### src/logic/ntt_pkg.sv
/*
 * Shared definitions for the NTT butterfly datapath.
 * Holds the field modulus, coefficient types, the operating modes and the
 * pipeline latencies. Modules pull these in with a wildcard import.
 */

package ntt_pkg;

    // ------------------------------------------------------------------
    // Field and coefficient widths
    // ------------------------------------------------------------------

    // Bits in one reduced coefficient
    localparam int COEFF_W = 23;

    // Coefficient reduced modulo q
    typedef logic [COEFF_W-1:0] coeff_t;

    // Full product of two coefficients before reduction
    typedef logic [2*COEFF_W-1:0] prod_t;

    // Prime modulus q = 2^23 - 2^13 + 1
    localparam coeff_t NTT_Q = 23'd8380417;

    // ------------------------------------------------------------------
    // Operating modes
    // ------------------------------------------------------------------

    // ct and gs run the two-layer transform, the rest use four lanes
    typedef enum logic [2:0] {
        ct  = 3'd0,
        gs  = 3'd1,
        pwm = 3'd2,
        pwa = 3'd3,
        pws = 3'd4
    } mode_t;

    // ------------------------------------------------------------------
    // Pipeline latencies in clock cycles
    // ------------------------------------------------------------------

    // Operand register, product register, reduction register
    localparam int MULT_LATENCY = 3;

    // Multiplier plus the final add/sub register
    localparam int BF_LATENCY = 4;

endpackage
### src/logic/ntt_butterfly.sv
/*
 * Configurable modular butterfly.
 * Performs a ct or gs butterfly, or one pwm, pwa or pws lane, selected
 * by mode_i. Every mode produces its result BF_LATENCY cycles after the
 * operands are presented.
 */

`timescale 1ns/1ps

module ntt_butterfly
    import ntt_pkg::*;
(
    input  logic   clk,
    input  logic   reset_n,
    input  logic   zeroize_i,
    input  logic   accumulate_i,

    input  mode_t  mode_i,
    input  coeff_t u_i,
    input  coeff_t v_i,
    input  coeff_t w_i,

    output coeff_t u_o,
    output coeff_t v_o,
    output coeff_t pw_o
);

    // Multiplier operands and result
    coeff_t mult_a;
    coeff_t mult_b;
    coeff_t prod;

    // Operands delayed to line up with the product
    coeff_t [MULT_LATENCY-1:0] u_dly;
    coeff_t [MULT_LATENCY-1:0] v_dly;
    coeff_t [MULT_LATENCY-1:0] w_dly;

    // Final stage next values and registers
    coeff_t u_nxt;
    coeff_t v_nxt;
    coeff_t pw_nxt;
    coeff_t u_q;
    coeff_t v_q;
    coeff_t pw_q;

    // ------------------------------------------------------------------
    // Modular add and subtract, both inputs already below q
    // ------------------------------------------------------------------

    function automatic coeff_t add_mod(input coeff_t a, input coeff_t b);
        logic [COEFF_W:0] sum;
        sum = {1'b0, a} + {1'b0, b};
        if (sum >= {1'b0, NTT_Q}) begin
            sum = sum - {1'b0, NTT_Q};
        end
        return sum[COEFF_W-1:0];
    endfunction

    function automatic coeff_t sub_mod(input coeff_t a, input coeff_t b);
        logic [COEFF_W:0] diff;
        diff = {1'b0, a} - {1'b0, b};
        // Wrap back into range when the difference went negative
        if (a < b) begin
            diff = diff + {1'b0, NTT_Q};
        end
        return diff[COEFF_W-1:0];
    endfunction

    // ------------------------------------------------------------------
    // Multiplier operand select
    // ------------------------------------------------------------------

    always_comb begin
        case (mode_i)
            ct: begin
                mult_a = v_i;
                mult_b = w_i;
            end
            // Difference is captured by the multiplier input register
            gs: begin
                mult_a = sub_mod(u_i, v_i);
                mult_b = w_i;
            end
            default: begin
                mult_a = u_i;
                mult_b = v_i;
            end
        endcase
    end

    ntt_mod_mult mult_inst (
        .clk       (clk),
        .reset_n   (reset_n),
        .zeroize_i (zeroize_i),
        .a_i       (mult_a),
        .b_i       (mult_b),
        .p_o       (prod)
    );

    // ------------------------------------------------------------------
    // Operand delay line, oldest entry at the top
    // ------------------------------------------------------------------

    always_ff @(posedge clk or negedge reset_n) begin
        if (!reset_n) begin
            u_dly <= '0;
            v_dly <= '0;
            w_dly <= '0;
        end
        else if (zeroize_i) begin
            u_dly <= '0;
            v_dly <= '0;
            w_dly <= '0;
        end
        else begin
            u_dly <= {u_dly[MULT_LATENCY-2:0], u_i};
            v_dly <= {v_dly[MULT_LATENCY-2:0], v_i};
            w_dly <= {w_dly[MULT_LATENCY-2:0], w_i};
        end
    end

    // ------------------------------------------------------------------
    // Final add/sub stage
    // ------------------------------------------------------------------

    always_comb begin
        u_nxt  = add_mod(u_dly[MULT_LATENCY-1], prod);
        v_nxt  = sub_mod(u_dly[MULT_LATENCY-1], prod);
        pw_nxt = '0;
        case (mode_i)
            gs: begin
                u_nxt = add_mod(u_dly[MULT_LATENCY-1], v_dly[MULT_LATENCY-1]);
                v_nxt = prod;
            end
            pwm:     pw_nxt = accumulate_i ? add_mod(prod, w_dly[MULT_LATENCY-1]) : prod;
            pwa:     pw_nxt = add_mod(u_dly[MULT_LATENCY-1], v_dly[MULT_LATENCY-1]);
            pws:     pw_nxt = sub_mod(u_dly[MULT_LATENCY-1], v_dly[MULT_LATENCY-1]);
            default: pw_nxt = '0;
        endcase
    end

    always_ff @(posedge clk or negedge reset_n) begin
        if (!reset_n) begin
            u_q  <= '0;
            v_q  <= '0;
            pw_q <= '0;
        end
        else if (zeroize_i) begin
            u_q  <= '0;
            v_q  <= '0;
            pw_q <= '0;
        end
        else begin
            u_q  <= u_nxt;
            v_q  <= v_nxt;
            pw_q <= pw_nxt;
        end
    end

    assign u_o  = u_q;
    assign v_o  = v_q;
    assign pw_o = pw_q;

endmodule

### src/logic/ntt_mod_mult.sv
/*
 * Pipelined modular multiplier for coefficients modulo q.
 * Accepts a new operand pair every cycle; the reduced product leaves
 * MULT_LATENCY cycles after the operands are sampled.
 */

`timescale 1ns/1ps

module ntt_mod_mult
    import ntt_pkg::*;
(
    input  logic   clk,
    input  logic   reset_n,
    input  logic   zeroize_i,

    input  coeff_t a_i,
    input  coeff_t b_i,

    output coeff_t p_o
);

    // Stage 1 operands
    coeff_t a_q;
    coeff_t b_q;

    // Stage 2 unreduced product
    prod_t  prod_q;

    // Stage 3 reduced result
    coeff_t p_q;

    // ------------------------------------------------------------------
    // Three register stages
    // ------------------------------------------------------------------

    always_ff @(posedge clk or negedge reset_n) begin
        if (!reset_n) begin
            a_q    <= '0;
            b_q    <= '0;
            prod_q <= '0;
            p_q    <= '0;
        end
        else if (zeroize_i) begin
            a_q    <= '0;
            b_q    <= '0;
            prod_q <= '0;
            p_q    <= '0;
        end
        else begin
            a_q    <= a_i;
            b_q    <= b_i;
            // Full 46-bit product, both factors below q
            prod_q <= prod_t'(a_q) * prod_t'(b_q);
            // Remainder is below q so it fits one coefficient
            p_q    <= coeff_t'(prod_q % prod_t'(NTT_Q));
        end
    end

    assign p_o = p_q;

endmodule

### config.mk
export PLATFORM = sky130hd
export DESIGN_NAME = ntt_butterfly
export DESIGN_NICKNAME = d
export VERILOG_FILES = /design/src/logic/ntt_pkg.sv /design/src/logic/ntt_butterfly.sv /design/src/logic/ntt_mod_mult.sv
export SDC_FILE = /design/constraint.sdc
export NUM_CORES = 2
export LEC_CHECK = 0
export CAP_MARGIN = 10
export CORE_UTILIZATION = 50
export CTS_CLUSTER_DIAMETER = 60
export DETAILED_ROUTE_END_ITERATION = 8
export DONT_BUFFER_PORTS = 1
export MAX_ROUTING_LAYER = met4
export PLACE_DENSITY = 0.64
export RECOVER_POWER = 50
export SLEW_MARGIN = 0
export SYNTH_ARGS = -nofsm -noshare
export SYNTH_HDL_FRONTEND = slang
export SYNTH_SLANG_ARGS = --single-unit
### constraint.sdc
create_clock -name clk -period 68.2 [get_ports clk]
set_clock_uncertainty 0.1 [all_clocks]
set_input_delay 13.64 -clock clk [delete_from_list [all_inputs] [get_ports clk]]
set_output_delay 13.64 -clock clk [all_outputs]
set_load 0.01 [all_outputs]
==> flow_metrics.tcl <==
set metrics [dict create \
    worst_slew_margin_rel_pct 17.4 \
    finalNonFillerCells 8264 \
    cts_root_buf "clkbuf_16" \
    rows 122 \
    crit_buf_inv 2 \
    tightestPinTransition_ps 1240 \
    clkTransAtPathRegs_ps 60 \
    period_share_pct 57.1 \
    cpMostUsedCell "or4_1" \
    cts_setup_buffers 0 \
    drt-total-wl_mm 188 \
    route.detailed.drc 0 \
    rsz0062_at_grt "no" \
    grt_antenna_before_repair 13 \
    rr_startpoint "mult_inst.prod_q[24]" \
    fin_nets 7555 \
    avgSynthCellArea_sq_um 8.20 \
    ctsHoldBuffers 0 \
    fmax_mhz 25.7 \
    holdWs_ps 349 \
    num_vias 49983 \
    area_delta_synth_final_pct 5.56 \
    path_max_fanout 24 \
    synthesis.nets 7731 \
    ys_warn_count 0 \
    fp.dieW_um 338 \
    ys.flop_type "dfrtp_1" \
    final.min_clock_period_ps 38930 \
    required_ps 68660 \
    grt_overflow 0 \
    cp_slowest_stage_delay_ps 1100 \
    dr.pass1.iters 6 \
    drtAntennaViolNets 0 \
    hold_class "flip-flop to flip-flop" \
    cp-end-kind "flip-flop" \
    io_pins 145 \
    finalSetupViolCount 0 \
    cts_buffer_depth 3 \
    dpl.hpwl_mm 147 \
    outcome "finished clean" \
    cp-start-kind "flip-flop" \
    io_buffers 0 \
    gr-usage-all-layers_pct 33.9 \
    core_area_sq_mm 0.111 \
    place_congestion 1.00 \
    cts_resized 0 \
    die_y_um 338 \
    synthArstFlopShare_pct 100 \
    cts_inserted_buffers 53 \
    ys_ff_latch 391 \
    startpoint "mult_inst.prod_q[24]" \
    drv_slew 0 \
    clkLatencyLatePin_ps 660 \
    htreeDepth 2 \
    grt_max_degree 392 \
    dpl_cell_area_sq_mm 0.0576 \
    synth_area_sq_mm 0.0565 \
    cp.arrival_ps 39390 \
    stdcell_area_sq_mm 0.0596 \
    vias_per_cell 6.05 \
    start_util_pct 50.7 \
    cts_tree "done" \
    grt_pass1_wl_mm 290 \
    dp_cells 8145 \
    grt_pass1_vias 48295 \
    synth_edf_count 0 \
    final.setup.tns_ps 0 \
    maxCapViolations 0 \
    drive_gt1_share_pct 6.28 \
    wl_per_cell_um 22.8 \
    critical-path-top-delay-family "compound AO/OA/AOI/OAI gates" \
    hp-start "v_dly[14]" \
    die_area_sq_mm 0.114 \
    first_iter_violations 4327 \
    hold_violations 0 \
    crit_type "flip-flop to flip-flop" \
    ys_types 152 \
    cp_slowest_cell "a21oi_1" \
    clkSinkCount 391 \
    yosysSeqAreaShare_pct 17.3 \
    fillerInstances 10620 \
    synth_cells 6888 \
]
cell type report:
| cell class | count | area [sq um] | area share (%) |
|---|---|---|---|
| Timing Repair Buffer | 68 | 510 | 0.856 |
| Clock inverter | 32 | 474 | 0.795 |
| Sequential cell | 391 | 9780 | 16.4 |
| Multi-Input combinational cell | 5514 | 42900 | 71.9 |
| Clock buffer | 67 | 1480 | 2.48 |
| Tap cell | 1488 | 1860 | 3.12 |
| Inverter | 684 | 2570 | 4.31 |
| Antenna cell | 20 | 50.0 | 0.0840 |
sequential cells by signal, summed over array words and instances, names as in the netlist:
name and flops:
mult_inst.p_o 23, u_o 23, u_dly 69, mult_inst.a_q 23, mult_inst.prod_q 46, v_o 23, w_dly 69, mult_inst.b_q 23
pw_o 23, v_dly 69
placed cells by master, fill, tap and decap left out, drive strengths merged, types with 96 or more instances in the layout:
cell type | netlist | final
ha | 323 | 323
nand3 | 127 | 127
nand2 | 790 | 790
a21oi | 382 | 382
xor2 | 174 | 174
and2 | 204 | 204
nor2b | 220 | 220
inv | 684 | 695
xnor2 | 376 | 376
dfrtp | 391 | 391
fa | 444 | 444
o21ai | 176 | 176
nor2 | 605 | 605
or3 | 96 | 96
o21bai | 108 | 108
nor3 | 194 | 194
layer usage:
| metal | wire length [um] | vias to the layer above | track usage, % | part of all wire [%] |
|---|---|---|---|---|
| li1 | - | 23253 | - | - |
| met1 | 84800 | 24630 | 46.7 | 45 |
| met2 | 81200 | 1832 | 50.3 | 43 |
| met3 | 16400 | 268 | 6.82 | 8.7 |
| met4 | 5800 | 0 | 9.40 | 3.1 |
| met5 | 0 | - | - | 0 |
cells in the mapped netlist (108+ instances only):
library cell | n | area (sq um)
a21oi_1 | 373 | 1870
and2_1 | 202 | 1260
clkbuf_1 | 235 | 882
dfrtp_1 | 391 | 9780
fa_1 | 444 | 8890
ha_1 | 323 | 4040
inv_1 | 682 | 2560
nand2_1 | 787 | 2950
nand3_1 | 126 | 631
nor2_1 | 601 | 2260
nor2b_1 | 220 | 1380
nor3_1 | 179 | 896
o21ai_0 | 124 | 621
o21bai_1 | 108 | 811
xnor2_1 | 370 | 3240
xor2_1 | 169 | 1480
final timing paths:
kind | end | cells after the start | slack (ps)
setup / recovery | mult_inst.p_o[3] | 88 | 29270
hold / removal | v_dly[37] | 1 | 350
setup reg to reg | mult_inst.p_o[3] | 88 | 29270
hold reg to reg | v_dly[37] | 1 | 350
max in group asynchronous | u_o[22] | 0 | 54430
min in group asynchronous | u_dly[6] | 0 | 12610
through the flow:
stage | util [%] | setup slack, ps
after global routing | 53.6 | 26380
after detailed placement | 51.8 | 30020
final | 53.6 | 29270
after CTS | 53.5 | 29990
after global placement | 51.8 | 30820
after floorplan | - | 38950
kinds of logic (layout without fill, tap and decap cells):
logic type	count (synthesis)	in the layout	share of synthesized area (%)
and+or+nand+nor	2714	2714	24.5
xor gates and xnor gates	551	551	8.72
DFF	391	391	17.3
adders and majority gates	778	778	23.1
buffers and inverters	983	851	6.75
muxes	76	76	1.42
AOI/OAI and AO/OA	1395	1395	18.2
other	0	20	0
Power is left out: the tool's default activity adds up to more than one toggle a clock period on the data nets, which glitch-free logic cannot reach.
